## src/include/proc_defs.svh

```systemverilog
// Shared constants for the 16-bit pipelined core
// Widths, memory depths, opcodes, ALU functs and the APB address map
`ifndef PROC_DEFS_SVH
`define PROC_DEFS_SVH

`define PROC_WORD_W      16
`define PROC_REG_CNT     8
`define PROC_REG_W       3
`define PROC_IMEM_DEPTH  256
`define PROC_DMEM_DEPTH  256
`define PROC_APB_ADDR_W  12

// APB region code, held in paddr[11:10]
`define PROC_REGION_CTRL 2'd0
`define PROC_REGION_IMEM 2'd1
`define PROC_REGION_DMEM 2'd2

`define PROC_OP_HALT     5'b00000
`define PROC_OP_NOP      5'b00001
`define PROC_OP_ADDI     5'b01000
`define PROC_OP_SUBI     5'b01001
`define PROC_OP_ST       5'b10000
`define PROC_OP_LD       5'b10001
`define PROC_OP_LBI      5'b11000
`define PROC_OP_ALU      5'b11011

`define PROC_FN_ADD      2'b00
`define PROC_FN_SUB      2'b01
`define PROC_FN_XOR      2'b10
`define PROC_FN_ANDN     2'b11

`endif
```

## src/proc_pkg.sv

```systemverilog
// Types shared by the core stages and the APB host port
// Control bundle, pipeline payloads and bus records
`default_nettype none

package proc_pkg;

	`include "proc_defs.svh"

	typedef enum logic [2:0] {
		ADD,
		SUB,
		XOR,
		ANDN,
		PASS_B
	} alu_op_e;

	typedef enum logic [1:0] {
		REGFILE,
		FROM_MEM,
		FROM_WB
	} fwd_sel_e;

	typedef struct packed {
		logic    reg_write;
		logic    mem_read;
		logic    mem_write;
		logic    use_imm;
		alu_op_e alu_op;
		logic    halt;
	} ctrl_t;

	typedef struct packed {
		logic [`PROC_WORD_W-1:0] instr;
		logic [`PROC_WORD_W-1:0] next_pc;
	} if_id_t;

	typedef struct packed {
		ctrl_t                   ctrl;
		logic [`PROC_WORD_W-1:0] op_a;
		logic [`PROC_WORD_W-1:0] op_b;
		logic [`PROC_REG_W-1:0]  rs;
		logic [`PROC_REG_W-1:0]  rt;
		logic [`PROC_REG_W-1:0]  rd;
		logic [`PROC_WORD_W-1:0] imm;
	} id_ex_t;

	typedef struct packed {
		ctrl_t                   ctrl;
		logic [`PROC_WORD_W-1:0] result;
		logic [`PROC_WORD_W-1:0] store_data;
		logic [`PROC_REG_W-1:0]  rd;
	} ex_mem_t;

	typedef struct packed {
		logic                    reg_write;
		logic [`PROC_REG_W-1:0]  rd;
		logic [`PROC_WORD_W-1:0] wdata;
		logic                    halt;
	} mem_wb_t;

	// Writeback port, also the oldest forwarding source
	typedef struct packed {
		logic                    reg_write;
		logic [`PROC_REG_W-1:0]  rd;
		logic [`PROC_WORD_W-1:0] data;
	} wb_t;

	typedef struct packed {
		logic                        psel;
		logic                        penable;
		logic                        pwrite;
		logic [`PROC_APB_ADDR_W-1:0] paddr;
		logic [`PROC_WORD_W-1:0]     pwdata;
	} apb_req_t;

	typedef struct packed {
		logic [`PROC_WORD_W-1:0] prdata;
		logic                    pready;
		logic                    pslverr;
	} apb_rsp_t;

	typedef struct packed {
		logic                                 wr_en;
		logic [$clog2(`PROC_IMEM_DEPTH)-1:0]  addr;
		logic [`PROC_WORD_W-1:0]              data;
	} host_mem_t;

endpackage

`default_nettype wire

```

## src/hazard_unit.sv

```systemverilog
// Hazard unit with the EX operand forwarding selects and the load-use stall
`timescale 1ns/100ps
`default_nettype none
`include "proc_defs.svh"

module hazard_unit (
	input  wire logic [`PROC_REG_W-1:0] dec_rs,
	input  wire logic [`PROC_REG_W-1:0] dec_rt,
	input  wire proc_pkg::id_ex_t       id_ex,
	input  wire proc_pkg::ex_mem_t      ex_mem,
	input  wire proc_pkg::wb_t          wb,
	output proc_pkg::fwd_sel_e          fwd_a,
	output proc_pkg::fwd_sel_e          fwd_b,
	output logic                        stall
);
	import proc_pkg::*;

	function automatic fwd_sel_e route(input logic [`PROC_REG_W-1:0] src);
		// Younger producer wins
		if (ex_mem.ctrl.reg_write && ex_mem.rd == src)
			return FROM_MEM;
		else if (wb.reg_write && wb.rd == src)
			return FROM_WB;
		else
			return REGFILE;
	endfunction

	always_comb begin
		fwd_a = route(id_ex.rs);
		fwd_b = route(id_ex.rt);
	end

	// Load data only exists after the memory stage
	assign stall = id_ex.ctrl.mem_read && (id_ex.rd == dec_rs || id_ex.rd == dec_rt);

endmodule

`default_nettype wire

```

## config.mk

```make
export PLATFORM = sky130hd
export DESIGN_NAME = hazard_unit
export DESIGN_NICKNAME = d
export VERILOG_FILES = /design/src/proc_pkg.sv /design/src/hazard_unit.sv
export VERILOG_INCLUDE_DIRS = /design/src /design/src/include
export SDC_FILE = /design/constraint.sdc
export NUM_CORES = 1
export LEC_CHECK = 0
export ABC_CLOCK_PERIOD_IN_PS = 900
export BUFFER_PORTS_ARGS = -buffer_cell sky130_fd_sc_hd__clkbuf_2
export CORE_AREA = 2 2 53 55
export DETAILED_ROUTE_END_ITERATION = 16
export DIE_AREA = 0 0 55 57
export GPL_TIMING_DRIVEN = 0
export PLACE_DENSITY = 0.68
export SLEW_MARGIN = 20
export SYNTH_ARGS = -nofsm -noshare
export SYNTH_HDL_FRONTEND = slang
export SYNTH_SLANG_ARGS = --single-unit
```

## constraint.sdc

```tcl
create_clock -name vclk -period 0.9
set_input_delay 0.18 -clock vclk [all_inputs]
set_output_delay 0.18 -clock vclk [all_outputs]
set_load 0.01 [all_outputs]
```

==> results.sh <==
export IMPL_status="finished, violations left"
export IMPL_violations="negative setup slack"
export IMPL_cp_data_required_time_ns=0.72
export IMPL_setup_viol=5
export IMPL_vias_per_cell=3.71
export IMPL_hold_viol=0
export IMPL_drc=0
export IMPL_ys_warn_count=0
export IMPL_grt_max_degree=5
export IMPL_cp_start_kind="input pin"
export IMPL_synth_nets=163
export IMPL_fin_util=0.243
export IMPL_clock_fmax_mhz=971
export IMPL_whs_path_depth=4
export IMPL_synth_largest_area_cell="xnor2_1"
export IMPL_final_setup_worst_slack_ns=-0.130
export IMPL_syn_inst=29
export IMPL_critical_path_arrival_ns=0.85
export IMPL_first_pass_iters=1
export IMPL_p_per_area_nw_per_um2=471
export IMPL_first_global_vias=296
export IMPL_coreArea_um2=2620
export IMPL_layout_drive_gt1_share=0.862
export IMPL_avgSynthCellArea_um2=7.90
export IMPL_diodes=0
export IMPL_grt_overflow_total=0
export IMPL_seq_area_um2=0
export IMPL_synth_most_common_cell="xnor2_1"
export IMPL_dieWidth_um=55
export IMPL_fin_area_um2=636
export IMPL_area_growth_pct=178
export IMPL_drtIter0Drc=0
export IMPL_final_net_count=194
export IMPL_antenna_found_initial=0
export IMPL_synth_top_cells_by_area="xnor2_1, and4_4, o2111ai_1, and2_1, nand4_1"
export IMPL_postPlaceCellArea_um2=413
export IMPL_post_cts_buffers=0
export IMPL_timing_final_crit_period_ns=1.03
export IMPL_num_rows=19
export IMPL_worst_slew_pin_slew_ns=0.148
export IMPL_hold_slack_ns=0.706
export IMPL_maxCapViolCount=0
export IMPL_grt_usage=0.0419
export IMPL_ys_seq_area_frac=0
export IMPL_yosys_area_top_type_share=0.612
export IMPL_gp_congestion=0.609
export IMPL_cts_hold_buf=0
export IMPL_portBuffers=29
export IMPL_fin_crit_sh=1.14
export IMPL_dieArea_um2=3140
export IMPL_leakage_nw=0.302
export IMPL_tns_ns=-0.494
export IMPL_path_class="in -> out"
export IMPL_maxSlewHeadroom=0.901
export IMPL_die_h_um=57
export IMPL_netlist_area_um2=229
export IMPL_wl_per_cell_um=9.53
export IMPL_wl_um=848
export IMPL_seq_cell_count=0
export IMPL_hp_class="in -> out"
export IMPL_ant_nets=0
export IMPL_vias=330
export IMPL_start_util=0.0876
export IMPL_nClkBuffers=0
export IMPL_crit_fanout=2
export IMPL_synth_distinct_cells=8
export IMPL_pre_cts_ws_ns=-0.151
export IMPL_grt_setup_unrepaired="true"
export IMPL_dp_hpwl_um=669
export IMPL_drv_slew=0
export IMPL_grt_first_pass_wirelength_um=1010
export IMPL_ir_worst_vdd_mv=0.177
export IMPL_io_pins=139
export IMPL_worstSetupEndpointType="output port"
where the power goes:
group | leakage, nW | total (W) | internal, W | switching (W)
logic | 0.302 | 0.000300 | 0.000191 | 0.000108
clock network | 0 | 0 | 0 | 0
registers | 0 | 0 | 0 | 0
total | 0.302 | 0.000300 | 0.000191 | 0.000108
worst max-delay path, cell delays in order:
cell      delay [ns]
clkbuf_8        0.12
xnor2_2         0.14
and4_4          0.24
nor2_2          0.04
buf_2           0.13
cells in the final DEF, fill, tap and decap left out:
cell type and n:
o2111ai_2 2, nor2_4 1, buf_6 7, buf_8 5, nor2_2 1, nand4_1 2, buf_2 4, clkbuf_8 1
nand2_1 1, nor2_1 2, and4_4 2, xnor2_2 13, clkbuf_2 12, xnor2_1 3, and2_4 2
logic make-up (layout without fill, tap and decap cells):
logic type / Yosys count / in the layout / share of synthesized area
AO/OA/AOI/OAI: 2 / 2 / 0.0765
XOR/XNOR: 16 / 16 / 0.612
buffers and inverters: 0 / 29 / 0
AND/OR/NAND/NOR: 11 / 11 / 0.311
per-layer routing:
layer / vias up / wire (um) / GRT usage
met5: - / 0 / 0
met4: 0 / 0 / 0
met3: 0 / 174 / 0.0209
met2: 28 / 425 / 0.0867
met1: 143 / 247 / 0.0353
li1: 159 / - / -
stage by stage:
| step | instances | total power, W |
|---|---|---|
| 2_1_floorplan | 29 | 0.0000914 |
| 3_5_place_dp | 89 | 0.000184 |
| 5_1_grt | 89 | 0.000319 |
| 6_report | 89 | 0.000300 |
| 3_3_place_gp | 89 | 0.000181 |
| 4_1_cts | 89 | 0.000227 |
final timing paths:
path | from | to
hold / removal | id_ex[63] | stall
setup / recovery | ex_mem[1] | fwd_b[1]
layout make-up:
cell class,count,area (um^2)
Tap cell,31,38.8
Timing Repair Buffer,29,248
Multi-Input combinational cell,29,349
Fill cell,294,1980
repair_timing:
action                     CTS  global route
hold endpoints to repair     0             0
setup endpoints to repair    5             5
resized for setup           12            43
pin swaps                   12            17
Power figures use the tool's default switching activity.
