===== src/include/proc_defs.svh =====
// Shared constants for the 16-bit pipelined core
// Widths, memory depths, opcodes, ALU functs and the APB address map
`ifndef PROC_DEFS_SVH
`define PROC_DEFS_SVH

`define PROC_WORD_W      16
`define PROC_REG_CNT     8
`define PROC_REG_W       3
`define PROC_IMEM_DEPTH  256
`define PROC_DMEM_DEPTH  256
`define PROC_APB_ADDR_W  12

// APB region code, held in paddr[11:10]
`define PROC_REGION_CTRL 2'd0
`define PROC_REGION_IMEM 2'd1
`define PROC_REGION_DMEM 2'd2

`define PROC_OP_HALT     5'b00000
`define PROC_OP_NOP      5'b00001
`define PROC_OP_ADDI     5'b01000
`define PROC_OP_SUBI     5'b01001
`define PROC_OP_ST       5'b10000
`define PROC_OP_LD       5'b10001
`define PROC_OP_LBI      5'b11000
`define PROC_OP_ALU      5'b11011

`define PROC_FN_ADD      2'b00
`define PROC_FN_SUB      2'b01
`define PROC_FN_XOR      2'b10
`define PROC_FN_ANDN     2'b11

`endif

===== src/proc_pkg.sv =====
// Types shared by the core stages and the APB host port
// Control bundle, pipeline payloads and bus records
`default_nettype none

package proc_pkg;

	`include "proc_defs.svh"

	typedef enum logic [2:0] {
		ADD,
		SUB,
		XOR,
		ANDN,
		PASS_B
	} alu_op_e;

	typedef enum logic [1:0] {
		REGFILE,
		FROM_MEM,
		FROM_WB
	} fwd_sel_e;

	typedef struct packed {
		logic    reg_write;
		logic    mem_read;
		logic    mem_write;
		logic    use_imm;
		alu_op_e alu_op;
		logic    halt;
	} ctrl_t;

	typedef struct packed {
		logic [`PROC_WORD_W-1:0] instr;
		logic [`PROC_WORD_W-1:0] next_pc;
	} if_id_t;

	typedef struct packed {
		ctrl_t                   ctrl;
		logic [`PROC_WORD_W-1:0] op_a;
		logic [`PROC_WORD_W-1:0] op_b;
		logic [`PROC_REG_W-1:0]  rs;
		logic [`PROC_REG_W-1:0]  rt;
		logic [`PROC_REG_W-1:0]  rd;
		logic [`PROC_WORD_W-1:0] imm;
	} id_ex_t;

	typedef struct packed {
		ctrl_t                   ctrl;
		logic [`PROC_WORD_W-1:0] result;
		logic [`PROC_WORD_W-1:0] store_data;
		logic [`PROC_REG_W-1:0]  rd;
	} ex_mem_t;

	typedef struct packed {
		logic                    reg_write;
		logic [`PROC_REG_W-1:0]  rd;
		logic [`PROC_WORD_W-1:0] wdata;
		logic                    halt;
	} mem_wb_t;

	// Writeback port, also the oldest forwarding source
	typedef struct packed {
		logic                    reg_write;
		logic [`PROC_REG_W-1:0]  rd;
		logic [`PROC_WORD_W-1:0] data;
	} wb_t;

	typedef struct packed {
		logic                        psel;
		logic                        penable;
		logic                        pwrite;
		logic [`PROC_APB_ADDR_W-1:0] paddr;
		logic [`PROC_WORD_W-1:0]     pwdata;
	} apb_req_t;

	typedef struct packed {
		logic [`PROC_WORD_W-1:0] prdata;
		logic                    pready;
		logic                    pslverr;
	} apb_rsp_t;

	typedef struct packed {
		logic                                 wr_en;
		logic [$clog2(`PROC_IMEM_DEPTH)-1:0]  addr;
		logic [`PROC_WORD_W-1:0]              data;
	} host_mem_t;

endpackage

`default_nettype wire


===== src/fetch_stage.sv =====
// Fetch stage with the byte PC and the instruction memory
// Feeds NOPs once HALT has reached decode
`timescale 1ns/100ps
`default_nettype none
`include "proc_defs.svh"

module fetch_stage (
	input  wire logic                clk,
	input  wire logic                rst_n,
	input  wire logic                run,
	input  wire logic                start,
	input  wire logic                stall,
	input  wire logic                halt_seen,
	input  wire proc_pkg::host_mem_t imem_host,
	output proc_pkg::if_id_t         if_id
);
	import proc_pkg::*;

	localparam int IMEM_AW = $clog2(`PROC_IMEM_DEPTH);
	localparam logic [`PROC_WORD_W-1:0] NOP_INSTR = {`PROC_OP_NOP, 11'd0};

	logic [`PROC_WORD_W-1:0] imem [`PROC_IMEM_DEPTH];
	logic [`PROC_WORD_W-1:0] pc;
	logic [`PROC_WORD_W-1:0] pc_next;
	logic halt_q;
	logic drain;
	if_id_t if_id_d;

	assign pc_next = pc + 16'd2;
	assign drain = halt_seen | halt_q;

	// Program load from the host
	always_ff @(posedge clk) begin
		if (imem_host.wr_en)
			imem[imem_host.addr] <= imem_host.data;
	end

	always_comb begin
		if_id_d.instr = drain ? NOP_INSTR : imem[pc[IMEM_AW:1]];
		if_id_d.next_pc = pc_next;
	end

	always_ff @(posedge clk) begin
		if (!rst_n || start) begin
			pc <= '0;
			halt_q <= 1'b0;
			if_id.instr <= NOP_INSTR;
			if_id.next_pc <= '0;
		end else if (run && !stall) begin
			// PC parks after HALT
			if (!drain)
				pc <= pc_next;
			halt_q <= drain;
			if_id <= if_id_d;
		end
	end

endmodule

`default_nettype wire


===== config.mk =====
export PLATFORM = sky130hd
export DESIGN_NAME = fetch_stage
export DESIGN_NICKNAME = d
export VERILOG_FILES = /design/src/proc_pkg.sv /design/src/fetch_stage.sv
export VERILOG_INCLUDE_DIRS = /design/src /design/src/include
export SDC_FILE = /design/constraint.sdc
export NUM_CORES = 2
export LEC_CHECK = 0
export BUFFER_PORTS_ARGS = -buffer_cell sky130_fd_sc_hd__buf_2
export CORE_UTILIZATION = 30
export DETAILED_ROUTE_END_ITERATION = 7
export PLACE_DENSITY = 0.45
export SLEW_MARGIN = 15
export SYNTH_ARGS = -nofsm -noshare
export SYNTH_HDL_FRONTEND = slang
export SYNTH_SLANG_ARGS = --single-unit

===== constraint.sdc =====
create_clock -name clk -period 5.83 [get_ports clk]
set_input_delay 0.8745 -clock clk [delete_from_list [all_inputs] [get_ports clk]]
set_output_delay 0.8745 -clock clk [all_outputs]
set_load 0.01 [all_outputs]

==> reports/metrics.cfg <==
[outcome]
status=complete, no violations

[pwr]
switchingPower_uw=13100
ir_drop_v=0.000251
pwr-share-comb=0.020
seq_power_share=0.534
p_leak_uw=0.0558
netSwitchingFraction=0.212
finalPower_uw=61600
power_density_mw_per_mm2=331
pwr-share-clk=0.446
p_int_uw=48500

[yosys]
synth_edf_count=4096
synth_cell_types=74
async_flop_share=0
synth_ff_type=edfxtp_1
ys_seq_area_frac=0.775
ys_seq_elements=4151
syn_avg_cell_area_sq_um=21.6
synth_warnings=0
syn-cell-area_sq_mm=0.160
synthCells=7421
synth_nets=7453

[grt]
grt_pass1_wl_microns=724000
grt_pass1_vias=81796
grtUsageTotal=0.194
grt_max_degree=157
gr-total-overflow=0
antenna_found_initial=59

[clocking]
cts_buffers=440
cts_sinks=4151
clock_latency_ns=1.05
postCtsSetupBuffers=0
cts_tree=yes
cts_root_buf=clkbuf_16
cts_max_path_buffers=4
clkTransAtPathRegs_ns=0.06
cts_resized=0
cts_hold_buffers=0
cts_max_level=5

[die]
dieArea_sq_mm=0.537
rows=267
num_io_pins=63
fp.coreArea_sq_mm=0.530
fp.dieH_microns=733
start_util=0.302
die_w_microns=733

[sta]
rsz0062_at_grt=false
maxSlewViolCount=0
hold_viol=0
finClkSkew_ns=0.0753
fin_crit_sh=0.886
fin_tns_setup_ns=0
period_minus_slack_ns=5.16
relSlewSlack=0.0285
worst_pin_slew_ns=1.44
setup_viol=0
fin_ws_ns=0.665
max_clock_freq_mhz=194

[routing]
ant_nets=0
drt-wirelength-per-cell_microns=34.7
drt_iter0_markers=9636
vias_per_cell=5.30
dr.pass1.iters=5
vias=81598
routed_wl_microns=534000
route.detailed.drc=0

[critical_path]
worstPathRequired_ns=6.73
max_stage_delay_ns=1.05
path_cells=buf_12, buf_12, buf_4, mux2i_1, o22ai_1, o21ai_0, a21oi_1, nor2_1, o311a_1, o41ai_2
slowest_stage=mux2i_1
crit_type=reg2reg
crit_family=compound AO/OA/AOI/OAI gates
path_buf_inv=3
cp_max_fo=29
crit_path_frequent_cell=buf_12
startpoint_type=flop
arrival_ns=6.06
end_kind=flop

[worst_hold_path]
worstHoldPathType=in2reg

[run]
maxCapViolations=0

[placed_design]
gp_congestion=0.864
io_buffer_count=61
dp_hpwl_microns=333000
place_ws_ns=0.843

[cells_and_area]
num-nets-final=8032
utilization=0.351
drive_above_1_share=0.289
area_growth_syn_to_layout_pct=16.1

[power by group through the flow]
stage	Combinational [uW]	Sequential [uW]	Clock, uW
global route	1330	32900	29000
global placement	1250	33500	0
detailed placement	1290	33500	0
floorplan	432	33500	0
finish	1260	32900	27400
CTS	1290	32900	28000
[worst paths after layout]
path	slack, ns	end	cells past startpoint	start
worst min register to register	0.49	if_id[29]	2	if_id[29]
worst max-delay path	0.67	if_id[31]	10	flop
worst max register to register	0.67	if_id[31]	10	flop
worst min-delay path	0.15	halt_q	3	halt_seen
[per-stage QoR]
| step | cell area [sq um] | std cells | hold WS (ns) |
|---|---|---|---|
| 2_1_floorplan | 160000 | 7421 | 0.468 |
| 3_3_place_gp | 172000 | 14549 | 0.474 |
| 3_5_place_dp | 172000 | 14552 | 0.465 |
| 4_1_cts | 186000 | 15362 | 0.0955 |
| 5_1_grt | 186000 | 15363 | 0.151 |
| 6_report | 186000 | 15393 | 0.154 |
[layout by cell type, fill, tap and decap left out, types with 114 or more instances in the layout]
master,Yosys,routed
nor2_2,0,167
clkbuf_1,149,114
clkbuf_16,0,442
mux4_2,963,963
nor2_1,359,159
nand2_1,301,296
edfxtp_1,4096,4096
mux2i_1,261,259
o22ai_1,130,130
buf_4,53,452
[synthesized netlist by cell type (41+ instances only)]
master / number / area share
dfxtp_1: 55 / 0.0069
o221ai_1: 41 / 0.0022
nand2_1: 301 / 0.0071
nor3_1: 73 / 0.0023
nor2_1: 359 / 0.0084
buf_6: 55 / 0.0039
mux4_2: 963 / 0.14
mux2i_1: 261 / 0.016
o21ai_0: 48 / 0.0015
edfxtp_1: 4096 / 0.77
buf_4: 53 / 0.0025
o22ai_1: 130 / 0.0051
a211oi_1: 43 / 0.0020
nand3_1: 81 / 0.0025
a22oi_1: 76 / 0.0036
clkbuf_1: 149 / 0.0035
a21oi_1: 91 / 0.0028
buf_2: 109 / 0.0034
[per-layer routing]
layer | part of all wire | vias to the layer above | routed length [microns] | global-route usage
li1 | - | 32425 | - | -
met1 | 0.42 | 45254 | 226000 | 0.270
met2 | 0.48 | 3235 | 254000 | 0.316
met3 | 0.073 | 672 | 39200 | 0.0354
met4 | 0.027 | 12 | 14200 | 0.0490
met5 | 0.00014 | - | 73 | 0
[sequential cells by signal, summed over array words and instances, names as in the netlist, named ones only]
signal  flops
pc         15
imem     4096
halt_q      1
if_id      31
[worst reg2reg max path, delay by kind of cell, from the launching register on]
kind            cells  cell delay [ns]
compound gates      5             1.41
buf+inv             3             1.12
simple gates        1             0.56
mux                 1             1.06
flops               1             0.85
[final cells by class]
type	instances	area, sq um
fill	48982	344000
sequential	4151	124000
multi-input combinational	2826	33900
clock buffer	557	11500
tap	6994	8750
timing repair buffer	572	5030
clock inverter	253	2470
antenna	31	77.6
inverter	9	51.3
[kinds of logic (layout without fill, tap and decap cells)]
kind of cell	after synthesis	after routing	synth area share
xor+xnor	22	22	0.00120
buf+inv	444	1391	0.0184
compound gates	596	596	0.0259
flops	4151	4151	0.775
simple gates	965	965	0.0264
mux	1241	1241	0.153
fa+ha+maj	1	1	0.0000781
other cells	1	32	0.0000234
(Power assumes the default switching activity.)
