--- src/include/proc_defs.svh ---
// Shared constants for the 16-bit pipelined core
// Widths, memory depths, opcodes, ALU functs and the APB address map
`ifndef PROC_DEFS_SVH
`define PROC_DEFS_SVH

`define PROC_WORD_W      16
`define PROC_REG_CNT     8
`define PROC_REG_W       3
`define PROC_IMEM_DEPTH  256
`define PROC_DMEM_DEPTH  256
`define PROC_APB_ADDR_W  12

// APB region code, held in paddr[11:10]
`define PROC_REGION_CTRL 2'd0
`define PROC_REGION_IMEM 2'd1
`define PROC_REGION_DMEM 2'd2

`define PROC_OP_HALT     5'b00000
`define PROC_OP_NOP      5'b00001
`define PROC_OP_ADDI     5'b01000
`define PROC_OP_SUBI     5'b01001
`define PROC_OP_ST       5'b10000
`define PROC_OP_LD       5'b10001
`define PROC_OP_LBI      5'b11000
`define PROC_OP_ALU      5'b11011

`define PROC_FN_ADD      2'b00
`define PROC_FN_SUB      2'b01
`define PROC_FN_XOR      2'b10
`define PROC_FN_ANDN     2'b11

`endif
--- src/proc_pkg.sv ---
// Types shared by the core stages and the APB host port
// Control bundle, pipeline payloads and bus records
`default_nettype none

package proc_pkg;

	`include "proc_defs.svh"

	typedef enum logic [2:0] {
		ADD,
		SUB,
		XOR,
		ANDN,
		PASS_B
	} alu_op_e;

	typedef enum logic [1:0] {
		REGFILE,
		FROM_MEM,
		FROM_WB
	} fwd_sel_e;

	typedef struct packed {
		logic    reg_write;
		logic    mem_read;
		logic    mem_write;
		logic    use_imm;
		alu_op_e alu_op;
		logic    halt;
	} ctrl_t;

	typedef struct packed {
		logic [`PROC_WORD_W-1:0] instr;
		logic [`PROC_WORD_W-1:0] next_pc;
	} if_id_t;

	typedef struct packed {
		ctrl_t                   ctrl;
		logic [`PROC_WORD_W-1:0] op_a;
		logic [`PROC_WORD_W-1:0] op_b;
		logic [`PROC_REG_W-1:0]  rs;
		logic [`PROC_REG_W-1:0]  rt;
		logic [`PROC_REG_W-1:0]  rd;
		logic [`PROC_WORD_W-1:0] imm;
	} id_ex_t;

	typedef struct packed {
		ctrl_t                   ctrl;
		logic [`PROC_WORD_W-1:0] result;
		logic [`PROC_WORD_W-1:0] store_data;
		logic [`PROC_REG_W-1:0]  rd;
	} ex_mem_t;

	typedef struct packed {
		logic                    reg_write;
		logic [`PROC_REG_W-1:0]  rd;
		logic [`PROC_WORD_W-1:0] wdata;
		logic                    halt;
	} mem_wb_t;

	// Writeback port, also the oldest forwarding source
	typedef struct packed {
		logic                    reg_write;
		logic [`PROC_REG_W-1:0]  rd;
		logic [`PROC_WORD_W-1:0] data;
	} wb_t;

	typedef struct packed {
		logic                        psel;
		logic                        penable;
		logic                        pwrite;
		logic [`PROC_APB_ADDR_W-1:0] paddr;
		logic [`PROC_WORD_W-1:0]     pwdata;
	} apb_req_t;

	typedef struct packed {
		logic [`PROC_WORD_W-1:0] prdata;
		logic                    pready;
		logic                    pslverr;
	} apb_rsp_t;

	typedef struct packed {
		logic                                 wr_en;
		logic [$clog2(`PROC_IMEM_DEPTH)-1:0]  addr;
		logic [`PROC_WORD_W-1:0]              data;
	} host_mem_t;

endpackage

`default_nettype wire

--- src/memory_stage.sv ---
// Memory stage: data memory, MEM/WB register and writeback select
// The host reaches the same memory while the core is stopped
`timescale 1ns/100ps
`default_nettype none
`include "proc_defs.svh"

module memory_stage (
	input  wire logic                clk,
	input  wire logic                rst_n,
	input  wire logic                run,
	input  wire logic                start,
	input  wire proc_pkg::ex_mem_t   ex_mem,
	input  wire proc_pkg::host_mem_t dmem_host,
	output logic [`PROC_WORD_W-1:0]  dmem_rdata,
	output logic [`PROC_WORD_W-1:0]  mem_fwd,
	output proc_pkg::wb_t            wb,
	output logic                     halt_done
);
	import proc_pkg::*;

	localparam int DMEM_AW = $clog2(`PROC_DMEM_DEPTH);

	logic [`PROC_WORD_W-1:0] dmem [`PROC_DMEM_DEPTH];
	logic [DMEM_AW-1:0] core_addr;
	logic [`PROC_WORD_W-1:0] load_data;
	mem_wb_t mem_wb;

	// Word address from the byte address
	assign core_addr = ex_mem.result[DMEM_AW:1];
	assign load_data = dmem[core_addr];
	assign dmem_rdata = dmem[dmem_host.addr];
	assign mem_fwd = ex_mem.result;

	always_ff @(posedge clk) begin
		if (dmem_host.wr_en)
			dmem[dmem_host.addr] <= dmem_host.data;
		else if (run && ex_mem.ctrl.mem_write)
			dmem[core_addr] <= ex_mem.store_data;
	end

	always_ff @(posedge clk) begin
		if (!rst_n || start) begin
			mem_wb <= '0;
		end else if (run) begin
			mem_wb.reg_write <= ex_mem.ctrl.reg_write;
			mem_wb.rd <= ex_mem.rd;
			mem_wb.wdata <= ex_mem.ctrl.mem_read ? load_data : ex_mem.result;
			mem_wb.halt <= ex_mem.ctrl.halt;
		end
	end

	assign wb.reg_write = mem_wb.reg_write;
	assign wb.rd = mem_wb.rd;
	assign wb.data = mem_wb.wdata;
	assign halt_done = mem_wb.halt;

endmodule

`default_nettype wire

--- config.mk ---
export PLATFORM = sky130hd
export DESIGN_NAME = memory_stage
export DESIGN_NICKNAME = d
export VERILOG_FILES = /design/src/proc_pkg.sv /design/src/memory_stage.sv
export VERILOG_INCLUDE_DIRS = /design/src /design/src/include
export SDC_FILE = /design/constraint.sdc
export NUM_CORES = 2
export LEC_CHECK = 0
export BUFFER_PORTS_ARGS = -buffer_cell sky130_fd_sc_hd__buf_4
export CAP_MARGIN = 20
export CORE_MARGIN = 1
export CORE_UTILIZATION = 32
export CTS_CLUSTER_DIAMETER = 50
export DETAILED_ROUTE_END_ITERATION = 6
export GPL_TIMING_DRIVEN = 1
export SYNTH_ARGS = -nofsm -noshare
export SYNTH_HDL_FRONTEND = slang
export SYNTH_SLANG_ARGS = --single-unit
export TNS_END_PERCENT = 50
--- constraint.sdc ---
create_clock -name clk -period 7.6 [get_ports clk]
set_input_delay 1.14 -clock clk [delete_from_list [all_inputs] [get_ports clk]]
set_output_delay 1.14 -clock clk [all_outputs]
set_load 0.03 [all_outputs]
==> results.md <==
- Worst skew pair latency: 1.09 ns
- Wire per inst: 39.3 um
- Tot Pwr: 0.0516 W
- Final period utilization: 0.930
- Hold Vio Cnt, Final: 0
- Core area: 593,000 sq um
- Async set-reset flop share out of synthesis: 0
- Measured slew at the worst slew-check pin: 1.67 ns
- Crit path max-delay family: buffers and inverters
- First-pass GRT wire length: 946 mm
- Final net count: 9,651
- Min-Delay Path Class: primary input to flop
- DRC Markers: 0
- Vias in the first global route: 111,041
- Number of gates resized after cts: 0
- Post-CTS setup buffer count: 0
- Fmax: 141 MHz
- Yosys reg bits: 4,117
- FF-to-FF path depth: 8
- Worst Setup Start Kind: primary input
- P&R area growth vs syn: 15.0%
- Clock Skew: 0.136 ns
- Clk buf depth: 4
- Status: finished with violations
- Worst EP required: 6.46 ns
- Pwr/cell area: 236 nW/um^2
- Pre-antenna DRT Iters: 6
- Number of synthesized flops with an enable pin: 4,096
- Worst path slowest cell: or4_1
- Non-Filler Instances: 17,821
- Cell chain of the critical path: buf_16, buf_12, buf_12, mux4_2, mux4_2, a22oi_1, a21oi_1, or4_1, buf_4
- Max Fanout on Critical Path: 54
- Chip width: 774 um
- Sequential area share after synthesis: 0.648
- Main synth FF type: edfxtp_1
- Crit Path Class: primary input to output pin
- Clk sinks: 4,117
- # Max-Cap Violations: 0
- Total stage count of the critical path: 9
- Failing checks: max-slew violations
- Worst VDD drop: 0.228 mV
- Initial Util: 0.321
- Post-Place Cells: 16,977
- Worst Path Arrival: 5.93 ns
- Worst Setup End Kind: output pin
- Mapped Area: 191,000 sq um
- CTS Root Cell: clkbuf_16
- Post-synthesis cell count: 9,191
- Tmin final: 7.07 ns
- Max H-tree Level: 5
- I/O pin count: 125
- Via density: 6.27
- DP HPWL: 441 mm
- Die footprint: 599,000 sq um
- Final antenna-violating net count: 0
- Detailed Route WL: 700 mm
- Num CTS Buffers: 433
- TNS Setup: 0 ns
- Final setup viols: 0
- Area contributors post-synth: edfxtp_1 (65%), mux4_2 (27%), mux2i_1 (1.6%), clkbuf_1 (0.78%), a22oi_1 (0.73%)
- Global placement routability congestion: 0.957
- Total grt overflow: 0
- Warnings, synthesis: 0
- Dominant cell type by area after synthesis: edfxtp_1
- Largest stage delay on the critical path: 0.85 ns
- RSZ-0062 raised after global routing: no
- CTS tree: built
- Clock-pin slew on the worst setup and hold paths: 0.06 ns
- DIE HEIGHT: 774 um
- Slew headroom: -0.110
- Synth top area share: 0.646
- Gr usage total: 0.227
- Largest net degree at the start of global routing: 256
- Yosys cell types: 64
- Syn Nets: 9,263
- Fraction of layout cells with a size suffix above 1: 0.400
- Syn Area/Cell: 20.7 sq um
- Initial antenna violation count: 75
- Vias: 111,697
- Leakage power: 66.3 nW
- # hold bufs at CTS: 0
- Rows: 283
- Port bufs: 120
- Buf/Inv on CP: 4
- DRT iter0 DRCs: 17,912
- Slew Limit Fails: 291
- Min-Delay Path Depth: 3
metrics by stage:
| stage | worst slack [ns] | util | hold slack [ns] | area, sq um |
|---|---|---|---|---|
| after global placement | 0.820 | 0.345 | 0.489 | 205000 |
| after CTS | 0.840 | 0.369 | 0.342 | 219000 |
| final | 0.529 | 0.369 | 0.411 | 219000 |
| after detailed placement | 0.841 | 0.345 | 0.509 | 205000 |
| after floorplan | 1.26 | - | 0.585 | 191000 |
| after global routing | 0.579 | 0.369 | 0.416 | 219000 |
registers in the layout, indices dropped and copies added, names as in the netlist:
signal,flops
halt_done,1
wb,20
dmem,4096
report_power, final:
group	leakage, nW	internal [W]	switching [W]
clock	6.82	0.0121	0.00940
sequential	36.4	0.0252	0.0000459
combinational	23.1	0.00168	0.00316
synthesized netlist by cell type (all sizes together), types with 60 or more instances:
cell type,n
buf,376
o22ai,73
mux4,2252
o221ai,60
mux2i,309
nand2,359
o21ai,82
edfxtp,4096
clkbuf,396
a22oi,186
nand3,73
a21oi,155
nor2,321
metal layers:
metal / GRT usage / part of all wire / vias up
li1: - / - / 41249
met2: 0.340 / 0.45 / 8535
met1: 0.290 / 0.35 / 60125
met5: 0 / 0.00064 / -
met3: 0.0774 / 0.14 / 1760
met4: 0.127 / 0.068 / 28
cell usage in the layout (no fill, tap or decap), drive strengths merged, types with 7 or more instances in the layout:
cell,n
mux2i,309
a211oi,27
and3,27
a31oi,49
clkinvlp,37
mux4,2252
a21oi,155
a311oi,7
diode,50
and2,13
a22oi,186
clkinv,172
nor2,321
a221oi,40
a32o,13
nor2b,15
bufinv,43
nor3,44
or4,22
nand3,73
a221o,12
dfxtp,21
o211ai,11
clkbuf,517
nand4,8
a32oi,8
o31ai,10
nor4,10
buf,724
nand2b,16
nand2,359
o22ai,73
o221ai,60
o21ai,82
edfxtp,4096
mux2,19
o311ai,11
inv,28
path summary, 6_finish.rpt:
check / start / slack [ns] / end
max reg2reg: dmem[173][1] / 4.09 / wb[1]
min reg2reg: wb[18] / 0.52 / wb[18]
max: dmem_host[16] / 0.53 / dmem_rdata[11]
min: ex_mem[2] / 0.41 / wb[18]
worst reg2reg max path, cell delays in order (launching register included):
cell      delay (ns)
edfxtp_1        0.41
mux4_2          0.49
mux2i_1         0.15
o221ai_1        0.37
a31oi_1         0.87
o41ai_1         0.17
buf_4           0.21
or3_1           0.49
and3_1          0.25
layout make-up:
type                            count  area, sq um
Sequential cell                  4117       123000
Inverter                            6         40.0
Tap cell                         7837         9810
Clock buffer                      516        11300
Antenna cell                       50          125
Fill cell                       53514       374000
Clock inverter                    274         2880
Timing Repair Buffer              725         6640
Multi-Input combinational cell   4296        64900
cell families (layout without fill, tap and decap cells):
kind of cell | count (synthesis) | after routing | synth area share
other | 0 | 50 | 0
AND/OR/NAND/NOR | 930 | 930 | 0.0211
flip-flops | 4117 | 4117 | 0.648
buffers and inverters | 778 | 1521 | 0.0191
AO/OA/AOI/OAI | 786 | 786 | 0.0285
multiplexers | 2580 | 2580 | 0.284
Power figures use the tool's default switching activity.
