### src/include/proc_defs.svh
// Shared constants for the 16-bit pipelined core
// Widths, memory depths, opcodes, ALU functs and the APB address map
`ifndef PROC_DEFS_SVH
`define PROC_DEFS_SVH

`define PROC_WORD_W      16
`define PROC_REG_CNT     8
`define PROC_REG_W       3
`define PROC_IMEM_DEPTH  256
`define PROC_DMEM_DEPTH  256
`define PROC_APB_ADDR_W  12

// APB region code, held in paddr[11:10]
`define PROC_REGION_CTRL 2'd0
`define PROC_REGION_IMEM 2'd1
`define PROC_REGION_DMEM 2'd2

`define PROC_OP_HALT     5'b00000
`define PROC_OP_NOP      5'b00001
`define PROC_OP_ADDI     5'b01000
`define PROC_OP_SUBI     5'b01001
`define PROC_OP_ST       5'b10000
`define PROC_OP_LD       5'b10001
`define PROC_OP_LBI      5'b11000
`define PROC_OP_ALU      5'b11011

`define PROC_FN_ADD      2'b00
`define PROC_FN_SUB      2'b01
`define PROC_FN_XOR      2'b10
`define PROC_FN_ANDN     2'b11

`endif
### src/proc_pkg.sv
// Types shared by the core stages and the APB host port
// Control bundle, pipeline payloads and bus records
`default_nettype none

package proc_pkg;

	`include "proc_defs.svh"

	typedef enum logic [2:0] {
		ADD,
		SUB,
		XOR,
		ANDN,
		PASS_B
	} alu_op_e;

	typedef enum logic [1:0] {
		REGFILE,
		FROM_MEM,
		FROM_WB
	} fwd_sel_e;

	typedef struct packed {
		logic    reg_write;
		logic    mem_read;
		logic    mem_write;
		logic    use_imm;
		alu_op_e alu_op;
		logic    halt;
	} ctrl_t;

	typedef struct packed {
		logic [`PROC_WORD_W-1:0] instr;
		logic [`PROC_WORD_W-1:0] next_pc;
	} if_id_t;

	typedef struct packed {
		ctrl_t                   ctrl;
		logic [`PROC_WORD_W-1:0] op_a;
		logic [`PROC_WORD_W-1:0] op_b;
		logic [`PROC_REG_W-1:0]  rs;
		logic [`PROC_REG_W-1:0]  rt;
		logic [`PROC_REG_W-1:0]  rd;
		logic [`PROC_WORD_W-1:0] imm;
	} id_ex_t;

	typedef struct packed {
		ctrl_t                   ctrl;
		logic [`PROC_WORD_W-1:0] result;
		logic [`PROC_WORD_W-1:0] store_data;
		logic [`PROC_REG_W-1:0]  rd;
	} ex_mem_t;

	typedef struct packed {
		logic                    reg_write;
		logic [`PROC_REG_W-1:0]  rd;
		logic [`PROC_WORD_W-1:0] wdata;
		logic                    halt;
	} mem_wb_t;

	// Writeback port, also the oldest forwarding source
	typedef struct packed {
		logic                    reg_write;
		logic [`PROC_REG_W-1:0]  rd;
		logic [`PROC_WORD_W-1:0] data;
	} wb_t;

	typedef struct packed {
		logic                        psel;
		logic                        penable;
		logic                        pwrite;
		logic [`PROC_APB_ADDR_W-1:0] paddr;
		logic [`PROC_WORD_W-1:0]     pwdata;
	} apb_req_t;

	typedef struct packed {
		logic [`PROC_WORD_W-1:0] prdata;
		logic                    pready;
		logic                    pslverr;
	} apb_rsp_t;

	typedef struct packed {
		logic                                 wr_en;
		logic [$clog2(`PROC_IMEM_DEPTH)-1:0]  addr;
		logic [`PROC_WORD_W-1:0]              data;
	} host_mem_t;

endpackage

`default_nettype wire

### src/apb_host_port.sv
// APB slave for the core: run/status register and host memory access
// Memory accesses are refused with pslverr while the core runs
`timescale 1ns/100ps
`default_nettype none
`include "proc_defs.svh"

module apb_host_port (
	input  wire logic                    clk,
	input  wire logic                    rst_n,
	input  wire proc_pkg::apb_req_t      apb_req,
	output proc_pkg::apb_rsp_t           apb_rsp,
	output proc_pkg::host_mem_t          imem_host,
	output proc_pkg::host_mem_t          dmem_host,
	input  wire logic [`PROC_WORD_W-1:0] dmem_rdata,
	input  wire logic                    halt_done,
	input  wire logic                    illegal,
	output logic                         run,
	output logic                         start,
	output logic                         err
);
	import proc_pkg::*;

	logic [1:0] region;
	logic access;
	logic mem_region;
	logic bad;
	logic ctrl_wr;
	logic halted;
	host_mem_t host_acc;

	assign region = apb_req.paddr[`PROC_APB_ADDR_W-1:`PROC_APB_ADDR_W-2];
	assign access = apb_req.psel & apb_req.penable;
	assign mem_region = (region == `PROC_REGION_IMEM) || (region == `PROC_REGION_DMEM);
	assign bad = (mem_region && run) || (region == 2'd3);
	assign ctrl_wr = access && apb_req.pwrite && (region == `PROC_REGION_CTRL);

	// One access, steered to whichever memory the region selects
	assign host_acc.wr_en = access && apb_req.pwrite && !bad;
	assign host_acc.addr = apb_req.paddr[$bits(host_acc.addr)-1:0];
	assign host_acc.data = apb_req.pwdata;

	always_comb begin
		imem_host = host_acc;
		dmem_host = host_acc;
		imem_host.wr_en = host_acc.wr_en && (region == `PROC_REGION_IMEM);
		dmem_host.wr_en = host_acc.wr_en && (region == `PROC_REGION_DMEM);
	end

	// No wait states
	always_comb begin
		apb_rsp = '0;
		apb_rsp.pready = access;
		apb_rsp.pslverr = access && bad;
		if (access && !apb_req.pwrite && !bad) begin
			case (region)
				`PROC_REGION_CTRL: apb_rsp.prdata = {13'd0, err, halted, run};
				`PROC_REGION_DMEM: apb_rsp.prdata = dmem_rdata;
				default:           apb_rsp.prdata = '0;
			endcase
		end
	end

	always_ff @(posedge clk) begin
		if (!rst_n) begin
			run <= 1'b0;
			start <= 1'b0;
			halted <= 1'b0;
			err <= 1'b0;
		end else begin
			start <= 1'b0;
			if (ctrl_wr) begin
				run <= apb_req.pwdata[0];
				if (apb_req.pwdata[0]) begin
					start <= 1'b1;
					halted <= 1'b0;
					err <= 1'b0;
				end
			end else if (run && !start) begin
				// Stale pipeline contents are ignored during the start cycle
				if (halt_done) begin
					run <= 1'b0;
					halted <= 1'b1;
				end
				if (illegal)
					err <= 1'b1;
			end
		end
	end

endmodule

`default_nettype wire

### config.mk
export PLATFORM = sky130hd
export DESIGN_NAME = apb_host_port
export DESIGN_NICKNAME = d
export VERILOG_FILES = /design/src/proc_pkg.sv /design/src/apb_host_port.sv
export VERILOG_INCLUDE_DIRS = /design/src /design/src/include
export SDC_FILE = /design/constraint.sdc
export NUM_CORES = 1
export LEC_CHECK = 0
export BUFFER_PORTS_ARGS = -buffer_cell sky130_fd_sc_hd__buf_2
export CAP_MARGIN = 20
export CORE_MARGIN = 1
export CORE_UTILIZATION = 29
export CTS_CLUSTER_DIAMETER = 60
export CTS_CLUSTER_SIZE = 28
export DETAILED_ROUTE_END_ITERATION = 10
export PLACE_DENSITY = 0.86
export SKIP_CTS_REPAIR_TIMING = 1
export SLEW_MARGIN = 20
export SYNTH_ARGS = -nofsm -noshare
export SYNTH_HDL_FRONTEND = slang
export SYNTH_SLANG_ARGS = --single-unit
export TNS_END_PERCENT = 100
### constraint.sdc
create_clock -name clk -period 1.5 [get_ports clk]
set_input_delay 0.075 -clock clk [delete_from_list [all_inputs] [get_ports clk]]
set_output_delay 0.075 -clock clk [all_outputs]
set_load 0.02 [all_outputs]
==> results.json <==
{
  "cp-end-kind": "output port",
  "avgRoutedWirePerCell_um": 13.1,
  "rsz0062_at_grt": "yes",
  "multi_input_area_um2": 309,
  "maxSlewHeadroom_pct": 71.1,
  "ios": 122,
  "track_usage_pct": 10.4,
  "ys_types": 20,
  "setup_ws_ns": -0.0219,
  "drive_gt1_share_pct": 59.3,
  "p_int_uw": 250,
  "clock_latency_ns": 0.23,
  "tightest_slew_ns": 0.431,
  "cts_tree": "done",
  "switching_share_pct": 28.8,
  "r2r-end": "halted",
  "dieArea_um2": 2890,
  "reg2reg_from": "run",
  "power_density_nw_per_um2": 420,
  "io_buffers": 50,
  "cts.sinks": 4,
  "hold_depth": 3,
  "fill_cells": 270,
  "p_clk_share_pct": 37.2,
  "gp_congestion": 0.674,
  "core_area_um2": 2500,
  "routed_wl_mm": 1.81,
  "synth-seq-cells": 4,
  "critPathRequiredTime_ns": 1.42,
  "synth_flop_cell": "dfxtp_1",
  "startpoint_type": "register",
  "antenna_found_initial": 0,
  "ant_nets": 0,
  "detail_route.vias_per_cell": 4.62,
  "violations": "setup timing",
  "htree_levels": 1,
  "start_util_pct": 31.1,
  "worstPathMaxFanout": 4,
  "drtPass1Iterations": 3,
  "synthesis.nets": 158,
  "drc": 0,
  "vias": 638,
  "numCtsBuffers": 3,
  "setup_viol": 4,
  "endpoint": "apb_rsp[4]",
  "clock_path_buffers": 2,
  "synth_most_common_cell": "buf_4",
  "yosysWarnings": 0,
  "grt_pass1_wl_mm": 2.09,
  "synth_seq_area_share_pct": 10.3,
  "status": "finished with violations",
  "first_iter_violations": 4,
  "peakVddDrop_v": 0.000243,
  "switchingPower_uw": 101,
  "reg2reg_depth": 3,
  "regArea_um2": 81.3,
  "detailed_place_hpwl_mm": 1.42,
  "yosys-top-cells-count": "buf_4 (49), and3_1 (15), inv_1 (5)",
  "startpoint": "run",
  "syn_area_um2": 778,
  "r2r_slack_ns": 0.63,
  "post-route-period-util_pct": 101,
  "drv_cap": 0,
  "drv_slew": 0,
  "ys_top_cells_by_area": "buf_4 (47%), and3_1 (12%), dfxtp_1 (10%)",
  "hold-worst-slack_ns": 0.119,
  "rows": 18,
  "die_x_um": 53.8,
  "min_path_type": "in2reg",
  "criticalPathCategory": "reg2out",
  "synth_area_per_cell_um2": 7.56,
  "syn2layout_area_growth_pct": 7.72,
  "yosysTopAreaCell": "buf_4",
  "grt_max_degree": 15,
  "clk_pin_slew_ns": 0.04,
  "min_period_ns": 1.52,
  "die_h_um": 53.8,
  "overflow": 0,
  "synth_edf_count": 0,
  "ctsRootBufferMaster": "clkbuf_4",
  "fin_setup_tns_ns": -0.0476,
  "combPwrFrac_pct": 32.1,
  "antenna_cells": 0,
  "syn_inst": 103,
  "fin_nets": 165,
  "seq_power_share_pct": 30.8,
  "fin_skew_ns": 0.00195,
  "hold_start": "illegal",
  "grt_pass1_vias": 479,
  "synth.top_cell.area_share_pct": 47.3,
  "cp.arrival_ns": 1.45,
  "leakage_uw": 0.000499,
  "clock.fmax_mhz": 657,
  "synth-async-reset-ratio_pct": 0,
  "hold_viol": 0
}
[cell usage in the layout (no fill, tap or decap), types with 2 or more instances in the layout]
master    count
buf_6        11
ha_1          4
a22oi_1       3
nand2_1       4
nor2_2        2
nand3b_1      2
dfxtp_1       3
buf_2        33
inv_1         4
buf_4         8
clkbuf_4      3
and3_1       15
o22ai_1       2
o21ai_0       2
[worst max-delay path, cell delays in order, from the launching register on]
cell	delay (ns)
dfxtp_2	0.31
a21o_1	0.21
or3_4	0.45
nor2_2	0.13
buf_6	0.12
[flip-flops by register name, summed over array words and instances, names as in the netlist]
signal and flops:
err 1, halted 1, run 1, start 1
[cells by family (layout without fill, tap and decap cells)]
family / Yosys count / in the layout / share of synthesized area [%]
AOI/OAI and AO/OA: 9 / 9 / 7.88
DFF: 4 / 4 / 10.3
buffers and inverters: 56 / 61 / 51.6
adders and majority gates: 4 / 4 / 6.43
and+or+nand+nor: 30 / 30 / 23.8
[final cells by class]
class                           count  share of cell area (%)
Timing Repair Buffer               53                    44.0
Clock buffer                        3                    2.69
Multi-Input combinational cell     43                    36.9
Inverter                            5                    2.24
Sequential cell                     4                    9.70
Tap cell                           30                    4.48
[through the flow]
stage                     total power [uW]  std cells  worst slack, ns  utilization (%)  cell area, um^2
after floorplan                        342        103            0.171                -              778
after global placement                 210        133         -0.00740             27.6              691
after global routing                   386        138          -0.0843             33.5              838
after detailed placement               211        133          -0.0270             27.6              691
after CTS                              348        136          -0.0759             28.5              713
final                                  352        138          -0.0219             33.5              838
[per-layer routing]
layer  GRT usage, %  part of all wire [%]  wire [um]  vias to the layer above
li1               -                     -          -                      300
met1           9.32                    33        605                      280
met2           20.0                    54        988                       54
met3           2.82                    11        208                        4
met4           6.58                  0.55         10                        0
met5              0                     0          0                        -
[power groups by stage]
stage,sequential [uW],clock [uW],combinational (uW)
2_1_floorplan,110,0,232
3_3_place_gp,110,0,100
3_5_place_dp,110,0,101
4_1_cts,108,138,102
5_1_grt,108,152,125
6_report,108,131,113
[worst min path at each step]
stage | endpoint | slack, ns
2_1_floorplan | run | 0.19
4_1_cts | err | 0.11
3_5_place_dp | dmem_host[5] | 0.15
3_3_place_gp | dmem_host[5] | 0.15
5_1_grt | err | 0.11
6_report | err | 0.12
Note: power is estimated with default switching activity, not from simulation.
